[config.mk]
export PLATFORM = sky130hd
export DESIGN_NAME = ulpi_reg_port
export DESIGN_NICKNAME = d
export VERILOG_FILES = /design/src/rtl/link_pkg.sv /design/src/rtl/ulpi_pkg.sv /design/src/rtl/ulpi_reg_port.sv
export VERILOG_INCLUDE_DIRS = /design/src /design/src/rtl
export SDC_FILE = /design/constraint.sdc
export NUM_CORES = 1
export LEC_CHECK = 0
export BUFFER_PORTS_ARGS = -buffer_cell sky130_fd_sc_hd__buf_2
export CORE_ASPECT_RATIO = 1.75
export CORE_MARGIN = 2
export CORE_UTILIZATION = 38
export DETAILED_ROUTE_END_ITERATION = 6
export PLACE_DENSITY = 0.74
export SYNTH_ARGS = -nofsm -noshare
export SYNTH_HDL_FRONTEND = slang
export SYNTH_SLANG_ARGS = --single-unit
[constraint.sdc]
create_clock -name clock -period 1.6 [get_ports clock]
set_input_delay 0.48 -clock clock [delete_from_list [all_inputs] [get_ports clock]]
set_output_delay 0.48 -clock clock [all_outputs]
set_load 0.01 [all_outputs]
[src/rtl/ulpi_consts.svh]
`ifndef ULPI_CONSTS_SVH
`define ULPI_CONSTS_SVH

`default_nettype none

// tx cmd codes, upper two bits of the command byte
`define ULPI_CMD_TRANSMIT 2'b01   // packet transmit, low nibble is the pid
`define ULPI_CMD_REGWRITE 2'b10   // immediate register write, low six bits address

// phy register map, immediate addresses only
`define ULPI_REG_ADDR_W 6

// bus reset detection
// se0 must be seen on this many consecutive clocks
// smaller counts are fine for short simulations
`define ULPI_BUS_RESET_CYCLES 64

// wishbone side address map
`define ULPI_STATUS_ADDR 1        // read back of latest rx cmd byte

`default_nettype wire

`endif
[src/rtl/link_pkg.sv]
`include "ulpi_consts.svh"

`default_nettype none

// link side types
package link_pkg;

  // phy register address, immediate form only
  typedef logic [`ULPI_REG_ADDR_W-1:0] reg_addr_t;

  // pid in the low nibble of a transmit cmd
  typedef logic [3:0] pid_t;

  // transmitter states
  typedef enum logic [1:0] {
    TX_IDLE,   // bus free, waiting for a job
    TX_CMD,    // tx cmd byte on the bus until nxt
    TX_DATA,   // payload bytes, one per nxt
    TX_STOP    // single stp clock, data zero
  } tx_state_t;

endpackage

`default_nettype wire

[src/rtl/ulpi_pkg.sv]
`default_nettype none

// ulpi bus encoding
package ulpi_pkg;

  // one byte on the ulpi data pins
  typedef logic [7:0] ulpi_byte_t;

  // rx cmd byte fields
  // bits 1:0, linestate of d+/d-
  typedef logic [1:0] line_state_t;   // 0 is se0, 1 is j in fs idle

  // bits 3:2, vbus comparators
  typedef logic [1:0] vbus_state_t;   // 3 is vbus valid

  // bits 5:4, receive event
  typedef logic [1:0] rx_event_t;     // 1 is rxactive

  // tx cmd code in bits 7:6
  // transmit or register write, see ulpi_consts.svh
  typedef logic [1:0] ulpi_cmd_t;

endpackage

`default_nettype wire

[src/rtl/ulpi_reg_port.sv]
`include "ulpi_consts.svh"

`default_nettype none

module ulpi_reg_port
  import ulpi_pkg::*;
  import link_pkg::*;
(
  input  logic       clock,
  input  logic       areset_n,
  input  logic       core_reset_i,
  input  logic       wb_cyc_i,
  input  logic       wb_stb_i,
  input  logic       wb_we_i,
  input  reg_addr_t  wb_adr_i,
  input  ulpi_byte_t wb_dat_i,
  output ulpi_byte_t wb_dat_o,
  output logic       wb_ack_o,
  output logic       reg_req_o,
  output reg_addr_t  reg_addr_o,
  output ulpi_byte_t reg_data_o,
  input  logic       reg_done_i,
  input  ulpi_byte_t rx_cmd_i
);

  localparam reg_addr_t STATUS_ADDR = reg_addr_t'(`ULPI_STATUS_ADDR);

  logic       bus_cycle;
  logic       start;      // new cycle seen while idle
  logic       ack_q;
  logic       req_q;      // write pending in the transmitter
  reg_addr_t  addr_q;
  ulpi_byte_t wdata_q;
  ulpi_byte_t rdata_q;

  assign bus_cycle = wb_cyc_i & wb_stb_i;
  assign start     = bus_cycle & ~req_q & ~ack_q;  // ack clock still has stb high

  always_ff @(posedge clock or negedge areset_n) begin
    if (!areset_n) begin
      ack_q <= 1'b0;
      req_q <= 1'b0;
    end else if (core_reset_i) begin
      ack_q <= 1'b0;
      req_q <= 1'b0;
    end else begin
      ack_q <= (start & ~wb_we_i) | (req_q & reg_done_i);  // read now, write after done
      if (start && wb_we_i) req_q <= 1'b1;
      else if (reg_done_i) req_q <= 1'b0;
    end
  end

  always_ff @(posedge clock) begin
    if (start && wb_we_i) begin
      addr_q  <= wb_adr_i;
      wdata_q <= wb_dat_i;
    end
    if (start && !wb_we_i) begin
      rdata_q <= (wb_adr_i == STATUS_ADDR) ? rx_cmd_i : '0;  // only status is readable
    end
  end

  assign wb_ack_o   = ack_q;
  assign wb_dat_o   = rdata_q;
  assign reg_req_o  = req_q;
  assign reg_addr_o = addr_q;
  assign reg_data_o = wdata_q;

  // classic handshake, one ack per cycle
  a_ack_single : assert property (
    @(posedge clock) disable iff (!areset_n)
    wb_ack_o |=> !wb_ack_o
  );

endmodule

`default_nettype wire

# Word-level counts from Yosys, hierarchy flattened
# Cells that the tools add are included.
[totals]
register_bits = 24
out_inout_bits = 24
[classes]
n_eq_ne = 1
muxes = 4
n_bitwise = 9
reduce_logical = 4
[op_table]
columns = ["cell", "count"]
rows = [
  ["== test 6 x 1 -> 1 bit (second input constant)", 1],
  ["bitwise AND 1 bit", 5],
  ["2-to-1 mux 1 bit", 4],
  ["NOT 1 bit", 3],
  ["nonzero test 3 bit", 1],
  ["logical AND 1 bit", 2],
  ["zero test 1 bit", 1],
  ["OR 1 bit", 1],
]

# Depth between registers and ports, before layout
# Gate-level depths: netlist of run 1.
[logic_depth]
word_depth = 6
mapped_depth = 3

# Worst setup path after synthesis of run 1
# OpenSTA, ideal clock, no wires.
[synth_timing]
path_kind = "register to register"
start = "register req_q, in the netlist reg_req_o"
end = "register addr_q[0], in the netlist reg_addr_o[0], enable pin"
setup_time_ps = 384
arrival_ps = 1319
t_required_ps = 1216
slack_ps = -103
path_stages_with_launch = 3
n_path_buf = 0
synth_period_minus_slack_ps = 1703
path_cell_list = "dfrtp_1 nand4bb_1 nor2_1"
[synth_via]
elab_chain_len = 4
[synth_lines]
columns = ["element", "line_no", "source"]
rows = [
  ["from (decl)", "ulpi_reg_port.sv:31", "logic req_q;"],
  ["from (signal assigned)", "ulpi_reg_port.sv:42", "req_q <= 1'b0;"],
  ["from (signal assigned)", "ulpi_reg_port.sv:45", "req_q <= 1'b0;"],
  ["from (signal assigned)", "ulpi_reg_port.sv:48", "if (start && wb_we_i) req_q <= 1'b1;"],
  ["NOT 1 bit", "ulpi_reg_port.sv:37", "assign start = bus_cycle & ~req_q & ~ack_q;"],
  ["bitwise AND 1 bit (2 in a row)", "ulpi_reg_port.sv:37", ""],
  ["logical AND 1 bit", "ulpi_reg_port.sv:54", "if (start && wb_we_i) begin"],
  ["to (signal assigned)", "ulpi_reg_port.sv:55", "addr_q <= wb_adr_i;"],
  ["to (decl)", "ulpi_reg_port.sv:32", "reg_addr_t addr_q;"],
]
# Every way passes these cells.
# A chain may end at the register's enable or synchronous reset.

# Final worst setup path of run 1
[layout_timing]
start = "input port wb_adr_i[1]"
end = "register rdata_q[6], in the netlist wb_dat_o[6], data pin"
[layout_via]
elab_chain_len = 1
[layout_lines]
columns = ["element", "line_no", "source"]
rows = [
  ["from (decl)", "ulpi_reg_port.sv:15", "input reg_addr_t wb_adr_i,"],
  ["== test 6 x 1 -> 1 bit", "ulpi_reg_port.sv:59", "rdata_q <= (wb_adr_i == STATUS_ADDR) ? rx_cmd_i : '0;"],
  ["to (signal assigned)", "ulpi_reg_port.sv:59", ""],
  ["to (decl)", "ulpi_reg_port.sv:34", "ulpi_byte_t rdata_q;"],
]
# Every way passes these cells.

==> flow_summary_export.csv, run 1 <==
group,metric,value,unit
worst_setup_path,cp_max_fo,8,
synth,yosysSeqAreaShare,77.07,%
synth,synthDistinctLibCells,13,
detailed_routing,dr.first_iter.drc_count,17,
synth,syn_inst,44,
detailed_routing,wl,1702,um
die,die-area,2852,um2
cts,root_buffer,"clkbuf_8",
cells_and_area,final_cells,126,
global_route,grt_pass1_wl,2587,um
die,io-pin-count,53,
timing,period_needed,1.451,ns
die,initial_core_util,40.05,%
timing,fmax,689.0,MHz
cts,cts.sink_count,24,
detailed_routing,vias,608,
timing,timing.slew.headroom,82.08,%
place,port_buffers,52,
global_route,antenna_found_initial,0,
run_status,status,"complete, no violations",
power,total_power,1.313,mW
detailed_routing,viasPerCell,4.825,
cts,htree_num_levels,1,
power,power_density,999.1,nW/um2
worst_setup_path,crit_arrival,1.54,ns
cts,cts_setup_buffers,0,
synth,async_flop_share,8.333,%
detailed_routing,wire_per_inst,13.51,um
cts,clk_latency,0.26,ns
global_route,grt_pass1_vias,611,
worst_setup_path,path_delay_family,"simple AND/OR/NAND/NOR gates",
cells_and_area,syn_to_final_growth,42.47,%
worst_setup_path,ff2ff_setup_slack,0.27,ns
global_route,grtUsageTotal,13.62,%
place,dp.cells,121,
cts,cts_made_buffers,3,
synth,yosysMostFrequentCell,"edfxtp_1",
synth,synth_common_cells,"22 x edfxtp_1, 7 x nor4b_2",
cts,cts_resized,0,
synth,synth_area_leaders,"edfxtp_1 72%, nor4b_2 11%, dfrtp_1 5.4%, nor4b_4 2.6%, o31ai_1 1.6%",
timing,rsz0062_at_grt,"false",
global_route,grt-ovfl-total,0,
worst_setup_path,required,1.69,ns
worst_setup_path,cp-start-kind,"primary input",
timing,post-route-period-util,90.71,%
die,die_h,69.17,um
cts,cts_tree,"built",
job,cap_viol_max_count,0,
timing,maxSlewViolCount,0,
worst_hold_path,worst_hold_path_type,"primary input to register",
power,ir_drop,638.2,uV
timing,setup_violations,0,
synth,synth_area,922.1,um2
timing,tightest_slew,0.2689,ns
die,die_width,41.24,um
synth,synth_edf_count,22,
synth,synth.ff_latch_count,24,
worst_setup_path,worstPathCellList,"buf_2 > or4b_1 > buf_4 > nor4b_2",
synth,dominantRegCellSynth,"edfxtp_1",
die,core,2302,um2
cells_and_area,n_antenna_cell,0,
worst_setup_path,critPathKind,"primary input to register",
synth,yosysWarnings,0,
place,place.gp.congestion,0.6660,
cells_and_area,final_nets,131,
cts,cts_hold_buf,1,
power,p_leak,0.5557,nW
detailed_routing,drc,0,
synth,yosysTopAreaCell,"edfxtp_1",
cts,clkTransAtPathRegs,0.08,ns
timing,finalHoldViolCount,0,
global_route,grt_max_degree,15,
worst_setup_path,crit_path_end_kind,"register",
die,rows,23,
worst_setup_path,slowest_stage,"or4b_1",
detailed_routing,dr.pass1.iters,4,
timing,clock_skew,0.003113,ns
cells_and_area,nFillCells,210,
worst_setup_path,max_stage_delay,0.51,ns
worst_setup_path,worstPathBufferInverterCount,2,
cells_and_area,drive_gt1_share,68.32,%
cts,max-clock-path-buffers,2,
synth,syn_area_per_cell,20.96,um2
synth,synth.top_cell.area_share,71.64,%
synth,syn_nets,73,
detailed_routing,ant_nets,0,
==> where the power goes <==
part	total [mW]	switching (mW)	internal (mW)
Sequential	0.703	0.00368	0.700
Clock	0.509	0.175	0.334
Combinational	0.100	0.0502	0.0500
Total	1.31	0.229	1.08
==> cells by family (layout without fill, tap and decap cells) <==
family          after synthesis  in the layout  share of synthesized area, %
compound gates                2              2                         1.628
buf+inv                       4             61                         2.442
flops                        24             24                         77.07
simple gates                 14             14                         18.86
==> registers in the layout, summed over array words and instances, names as in the netlist <==
signal / flops
reg_data_o: 8
wb_dat_o: 8
reg_addr_o: 6
reg_req_o: 1
wb_ack_o: 1
==> area by class of cell <==
cell class / instances / area, um2 / share of cell area [%]
Sequential cell: 24 / 710.7 / 54.10
Timing Repair Buffer: 56 / 305.3 / 23.24
Multi-Input combinational cell: 16 / 191.4 / 14.57
Clock buffer: 3 / 41.29 / 3.143
Tap cell: 25 / 31.28 / 2.381
Clock inverter: 1 / 30.03 / 2.286
Inverter: 1 / 3.754 / 0.2857
==> worst register-to-register path, cell delays in order (launching register included) <==
cell and delay [ns]:
dfrtp_1 0.41, nand4bb_1 0.30, nor2_2 0.19, buf_12 0.16
==> stage by stage <==
step / worst slack [ns] / utilization (%) / hold slack [ns] / setup TNS (ns) / area [um2]
global route: 0.1125 / 57.07 / 0.3721 / 0 / 1314
CTS: 0.1301 / 57.07 / 0.3842 / 0 / 1314
finish: 0.1486 / 57.07 / 0.3898 / 0 / 1314
global placement: -0.1013 / 53.53 / 0.2661 / -0.7970 / 1232
detailed placement: -0.1492 / 53.53 / 0.2661 / -0.9994 / 1232
floorplan: 0.04349 / - / 0.1844 / 0 / 924.6
==> cell usage in the layout (no fill, tap or decap) <==
| cell type | instances |
|---|---|
| dlygate4sd3_1 | 1 |
| nor2_1 | 1 |
| or3b_2 | 1 |
| bufinv_16 | 1 |
| nor4b_4 | 1 |
| nand3b_1 | 1 |
| nor2_2 | 1 |
| buf_2 | 52 |
| inv_1 | 1 |
| o31ai_1 | 2 |
| nor4b_2 | 7 |
| buf_12 | 1 |
| clkbuf_8 | 3 |
| buf_4 | 2 |
| nand4bb_1 | 1 |
| or4b_1 | 1 |
| dfrtp_1 | 2 |
| edfxtp_1 | 22 |
==> final timing paths <==
check,startpoint,depth (start not counted),end
worst max register to register,reg_req_o,3,reg_data_o[6]
max in group asynchronous,areset_n,2,reg_req_o
worst max-delay path,wb_adr_i[1],4,wb_dat_o[6]
worst min-delay path,wb_dat_i[7],1,reg_data_o[7]
min in group asynchronous,areset_n,2,wb_ack_o
worst min register to register,reg_req_o,2,wb_ack_o
==> layer usage <==
layer / vias up / wire length [um] / global-route usage (%)
met5: - / 0 / 0
met4: 0 / 25 / 7.527
met3: 2 / 118 / 2.894
met2: 29 / 1024 / 24.83
li1: 291 / - / -
met1: 286 / 534 / 11.70
(Power assumes the default switching activity.)
==> inputs of run 2 (changes only) <==
--- a/config.mk
+++ b/config.mk
@@ -6,12 +6,11 @@
 export SDC_FILE = /design/constraint.sdc
 export NUM_CORES = 1
 export LEC_CHECK = 0
-export BUFFER_PORTS_ARGS = -buffer_cell sky130_fd_sc_hd__buf_2
-export CORE_ASPECT_RATIO = 1.75
 export CORE_MARGIN = 2
-export CORE_UTILIZATION = 38
+export CORE_UTILIZATION = 53
 export DETAILED_ROUTE_END_ITERATION = 6
-export PLACE_DENSITY = 0.74
+export DONT_BUFFER_PORTS = 1
+export PLACE_DENSITY = 0.71
 export SYNTH_ARGS = -nofsm -noshare
 export SYNTH_HDL_FRONTEND = slang
 export SYNTH_SLANG_ARGS = --single-unit
==> run 2 against run 1 <==
  * Clock-buffer cell count grew 1
  * Maximum frequency increased by 6.3%
  * Combinational power fell by 66%
  * Global-route usage is 1.3 points lower
  * Final area is 24% lower
  * Largest power group unchanged
  * Total power shrank 24%
  * Worst hold slack lost 0.12 ns
  * Core utilization increased by 2.0 points
  * Die area is 27% lower
  * Sequential share of layout area rose by 17 points
  * Critical path depth decreased by 1
==> flow_summary_export.csv, run 2 (synthesized netlist as in run 1, its figures left out) <==
group,metric,value,unit
run_status,status,"complete, no violations",
cts,clk_latency,0.29,ns
cts,cts_setup_buffers,0,
global_route,antenna_found_initial,0,
detailed_routing,ant_nets,0,
cts,cts_made_buffers,3,
global_route,grtUsageTotal,12.31,%
worst_hold_path,worst_hold_path_type,"primary input to register",
timing,finalHoldViolCount,0,
timing,setup_ws,0.2346,ns
place,port_buffers,0,
job,cap_viol_max_count,0,
detailed_routing,dr.first_iter.drc_count,2,
worst_setup_path,crit-reg2reg-launch,"reg_req_o",
cells_and_area,n_antenna_cell,0,
timing,tightest_slew,0.2159,ns
power,p_leak,0.3196,nW
power,ir_drop,427.5,uV
timing,setup_violations,0,
worst_setup_path,required,1.62,ns
worst_setup_path,cp-start-kind,"register",
power,power_density,997.3,nW/um2
cts,clkTransAtPathRegs,0.12,ns
detailed_routing,drc,0,
die,core,1689,um2
detailed_routing,wl,1320,um
worst_hold_path,worst_hold_startpoint,"wb_adr_i[3]",
cts,max-clock-path-buffers,2,
place,dpl_cell_area,962.2,um2
place,dp.cells,61,
global_route,grt_pass1_vias,386,
detailed_routing,wire_per_inst,20.00,um
cts,root_buffer,"clkbuf_4",
detailed_routing,vias,411,
worst_setup_path,path_delay_family,"simple AND/OR/NAND/NOR gates",
timing,rsz0062_at_grt,"false",
worst_setup_path,slowest_stage,"dfrtp_1",
die,initial_core_util,54.59,%
cells_and_area,drive_gt1_share,32.65,%
global_route,grt_max_degree,15,
cells_and_area,final_cells,66,
die,rows,15,
detailed_routing,dr.pass1.iters,3,
worst_setup_path,max_stage_delay,0.45,ns
timing,fmax,732.4,MHz
cts,htree_num_levels,1,
timing,post-route-period-util,85.34,%
place,place.gp.congestion,0.7291,
cts,cts.sink_count,24,
die,die-area,2089,um2
worst_setup_path,worstPathCellList,"nand4bb_1 > nor2_2 > buf_12",
worst_setup_path,crit_path_end_kind,"register",
die,die_h,45.71,um
worst_setup_path,cp-startpoint,"reg_req_o",
place,preCtsSetupSlack,-0.04970,ns
die,die_width,45.71,um
timing,setup-tns-final,0,ns
worst_setup_path,crit_arrival,1.38,ns
timing,maxSlewViolCount,0,
timing,period_needed,1.365,ns
cells_and_area,layout_common_cells,"22 x edfxtp_1, 7 x nor4b_2, 3 x clkbuf_4",
worst_setup_path,cp_max_fo,14,
cells_and_area,final_nets,79,
cells_and_area,final_common_cell,"edfxtp_1",
worst_setup_path,worstPathBufferInverterCount,1,
timing,timing.slew.headroom,85.57,%
global_route,grt-ovfl-total,0,
worst_setup_path,critPathKind,"register to register",
detailed_routing,viasPerCell,6.227,
timing,clock_skew,0.01069,ns
cells_and_area,syn_to_final_growth,8.277,%
place,dp_hpwl,1065,um
cells_and_area,postLayoutCellArea,998.5,um2
die,io-pin-count,53,
cts,cts_tree,"built",
global_route,grt_pass1_wl,1794,um
## run 2: changes by cell type in the layout (fill, tap and decap cells not counted), sizes merged
| cell | change |
|---|---|
| buf | -52 |
| bufinv | -1 |
| clkbuf | +1 |
## run 2: timing repair
item	CTS	global route
hold endpoints to repair	2	0
hold buffers	1	0
gates resized for setup	0	0
## run 2: final cells by class
type	instances	area, um2
multi-input cells	16	191.4
repair buffers	4	45.04
clock buffers	4	26.28
flip-flops and latches	24	710.7
fillers	135	690.7
well taps	17	21.27
inverters	1	3.754
## run 2: metrics by stage
step	util [%]	total power [mW]	hold WS, ns
2_1_floorplan	-	0.7581	0.1844
4_1_cts	59.11	1.002	0.2668
6_report	59.11	0.9957	0.2710
5_1_grt	59.11	1.034	0.2432
3_3_place_gp	56.96	0.7577	0.1845
3_5_place_dp	56.96	0.7594	0.1845
## run 2: final timing paths
path                                  to  slack (ns)  depth (start not counted)
max                        reg_data_o[5]        0.23                          3
min                        reg_addr_o[3]        0.27                          0
max reg2reg                reg_data_o[5]        0.23                          3
min reg2reg                     wb_ack_o        0.65                          2
max in group asynchronous       wb_ack_o        1.07                          1
min in group asynchronous      reg_req_o        0.41                          1
## run 2: per-layer routing
metal  global-route usage [%]  wire length [um]
met4                    3.429                19
met3                    5.556                85
met5                        0                 0
met2                    22.25               748
met1                    12.73               467
## run 2: worst register-to-register path, stage by stage, from the launching register on
cell	delay, ns
dfrtp_1	0.45
nand4bb_1	0.31
nor2_2	0.18
buf_12	0.15
## run 2: power by group
group / internal (mW) / total (mW) / switching (mW) / leakage (nW)
Sequential: 0.701 / 0.713 / 0.0126 / 0.242
Combinational: 0.0180 / 0.0339 / 0.0159 / 0.0632
Clock: 0.0967 / 0.249 / 0.152 / 0.0150
==> inputs of run 3 (changes only) <==
--- a/config.mk
+++ b/config.mk
@@ -7,10 +7,11 @@
 export NUM_CORES = 1
 export LEC_CHECK = 0
 export CORE_MARGIN = 2
-export CORE_UTILIZATION = 53
+export CORE_UTILIZATION = 59
+export CTS_CLUSTER_SIZE = 14
 export DETAILED_ROUTE_END_ITERATION = 6
 export DONT_BUFFER_PORTS = 1
-export PLACE_DENSITY = 0.71
+export PLACE_DENSITY = 0.75
 export SYNTH_ARGS = -nofsm -noshare
 export SYNTH_HDL_FRONTEND = slang
 export SYNTH_SLANG_ARGS = --single-unit
==> constraint.sdc (replaced) <==
create_clock -name clock -period 1.75 [get_ports clock]
set_input_delay 0.525 -clock clock [delete_from_list [all_inputs] [get_ports clock]]
set_output_delay 0.525 -clock clock [all_outputs]
set_load 0.01 [all_outputs]
==> run 3 against run 2 <==
  * Combinational power fell by 17%
  * Worst hold slack improved by 0.046 ns
  * Final cell count fell by 1.5%
  * Critical path depth unchanged
  * Critical endpoint is now wb_dat_o[6]
==> flow_summary_export.csv, run 3 (synthesized netlist as in run 1, its figures left out) <==
group,metric,value,unit
cts,clkTransAtPathRegs,0.11,ns
cts,cts_setup_buffers,0,
job,cap_viol_max_count,0,
worst_setup_path,critPathKind,"primary input to register",
cells_and_area,syn_to_final_growth,6.513,%
cells_and_area,final_common_cell,"edfxtp_1",
worst_hold_path,worstHoldEndpoint,"reg_req_o",
power,power.internal,0.7373,mW
global_route,grt_pass1_wl,2132,um
place,dp.cells,60,
worst_setup_path,crit_arrival,1.54,ns
worst_setup_path,cp-start-kind,"primary input",
detailed_routing,drc,0,
timing,setup_violations,0,
timing,setup_ws,0.3300,ns
run_status,status,"complete, no violations",
die,die_h,43.54,um
cells_and_area,final_nets,79,
die,core,1489,um2
power,ir_drop,489.3,uV
global_route,antenna_found_initial,0,
power,switching_share,17.95,%
cells_and_area,ff_latch_area,710.7,um2
worst_setup_path,r2r_end,"reg_data_o[2]",
power,clock_power_share,24.3,%
detailed_routing,wire_per_inst,21.52,um
die,io-pin-count,53,
power,p_leak,0.3171,nW
power,p_sw,0.1613,mW
cts,cts.sink_count,24,
detailed_routing,wl,1399,um
power,combPwrFrac,3.1,%
detailed_routing,ant_nets,0,
detailed_routing,dr.first_iter.drc_count,8,
timing,post-route-period-util,81.14,%
cells_and_area,n_antenna_cell,0,
timing,rsz0062_at_grt,"false",
worst_setup_path,reg2reg_depth,3,
timing,timing.slew.headroom,85.47,%
cts,htree_num_levels,1,
cts,cts_made_buffers,3,
power,power_density,914.9,nW/um2
cts,clk_latency,0.29,ns
global_route,grt-ovfl-total,0,
timing,maxSlewViolCount,0,
detailed_routing,vias,424,
cells_and_area,nFillCells,96,
timing,fmax,704.2,MHz
cells_and_area,final_cells,65,
worst_hold_path,worst_hold_startpoint,"core_reset_i",
cts,root_buffer,"clkbuf_4",
place,port_buffers,0,
worst_setup_path,crit_path_end_kind,"register",
global_route,grt_max_degree,15,
worst_setup_path,required,1.87,ns
global_route,grt_pass1_vias,447,
cts,cts_tree,"built",
worst_hold_path,worst_hold_path_type,"primary input to register",
detailed_routing,viasPerCell,6.523,
cts,max-clock-path-buffers,2,
global_route,grtUsageTotal,16.15,%
die,initial_core_util,61.93,%
detailed_routing,dr.pass1.iters,4,
power,seqPwrFrac,72.6,%
place,place.gp.congestion,0.6777,
cells_and_area,layout_common_cells,"22 x edfxtp_1, 7 x nor4b_2, 3 x clkbuf_4, 3 x buf_4",
cells_and_area,multi_input_area,188.9,um2
timing,clock_skew,0.006554,ns
timing,tightest_slew,0.2173,ns
timing,period_needed,1.420,ns
cells_and_area,drive_gt1_share,30.61,%
timing,finalHoldViolCount,0,
place,preCtsSetupSlack,0.02260,ns
die,die-area,1895,um2
die,rows,14,
worst_setup_path,crit-reg2reg-launch,"reg_req_o",
die,die_width,43.54,um
worst_hold_path,min_path_cells,1,
worst_setup_path,cp_max_fo,8,
worst_setup_path,ff2ff_setup_slack,0.34,ns
timing,setup-tns-final,0,ns
-- run 3: cell types whose count changed in the layout (fill, tap and decap cells not counted) --
cell / delta
buf_12: -1
buf_4: +1
clkbuf_1: -1
clkinv_1: +1
nor2_1: +1
nor2_2: -1
-- run 3: layout make-up --
cell class,count,area share [%]
flip-flops and latches,24,72.36
multi-input cells,16,19.24
clock buffers,3,2.293
clock inverters,1,0.3822
well taps,16,2.038
repair buffers,4,3.312
inverters,1,0.3822
-- run 3: critical path, stage by stage --
cell and delay [ns]:
or4b_1 0.54, buf_4 0.21, nor4b_2 0.27
-- run 3: how the worst max path moves through the flow --
stage / startpoint / to / slack (ns) / cells past startpoint
after floorplan: wb_cyc_i / reg_addr_o[0] / 0.04 / 2
after global placement: wb_adr_i[1] / wb_dat_o[7] / 0.10 / 3
after detailed placement: wb_adr_i[1] / wb_dat_o[6] / 0.02 / 3
after CTS: reg_req_o / reg_data_o[2] / 0.33 / 3
after global routing: reg_req_o / reg_data_o[2] / 0.27 / 3
final: wb_adr_i[1] / wb_dat_o[6] / 0.33 / 3
-- run 3: stage by stage --
step	area, um2	hold slack (ns)	power (mW)	utilization, %
final	982.2	0.3169	0.8987	65.97
after global routing	982.2	0.2817	0.9413	65.97
after CTS	982.2	0.3051	0.9119	65.97
after detailed placement	945.9	0.2295	0.6914	63.53
after global placement	945.9	0.2295	0.6894	63.53
after floorplan	922.1	0.2294	0.6926	-
-- run 3: power by group through the flow --
stage / Combinational [mW] / Clock [mW] / Sequential (mW)
2_1_floorplan: 0.0287 / 0 / 0.664
3_3_place_gp: 0.0244 / 0 / 0.665
3_5_place_dp: 0.0258 / 0 / 0.666
4_1_cts: 0.0284 / 0.231 / 0.653
5_1_grt: 0.0303 / 0.257 / 0.654
6_report: 0.0280 / 0.218 / 0.652
-- run 3: routing by layer --
layer	GRT usage [%]	up-vias	share of wire (%)
li1	-	186	-
met1	16.76	208	33
met2	29.55	30	59
met3	6.250	0	7.8
met4	5.455	0	0
met5	0	-	0
-- run 3: timing repair --
item,4_1_cts,5_1_grt
hold endpoints to repair,2,0
hold buffers,1,0
resized for setup,0,0
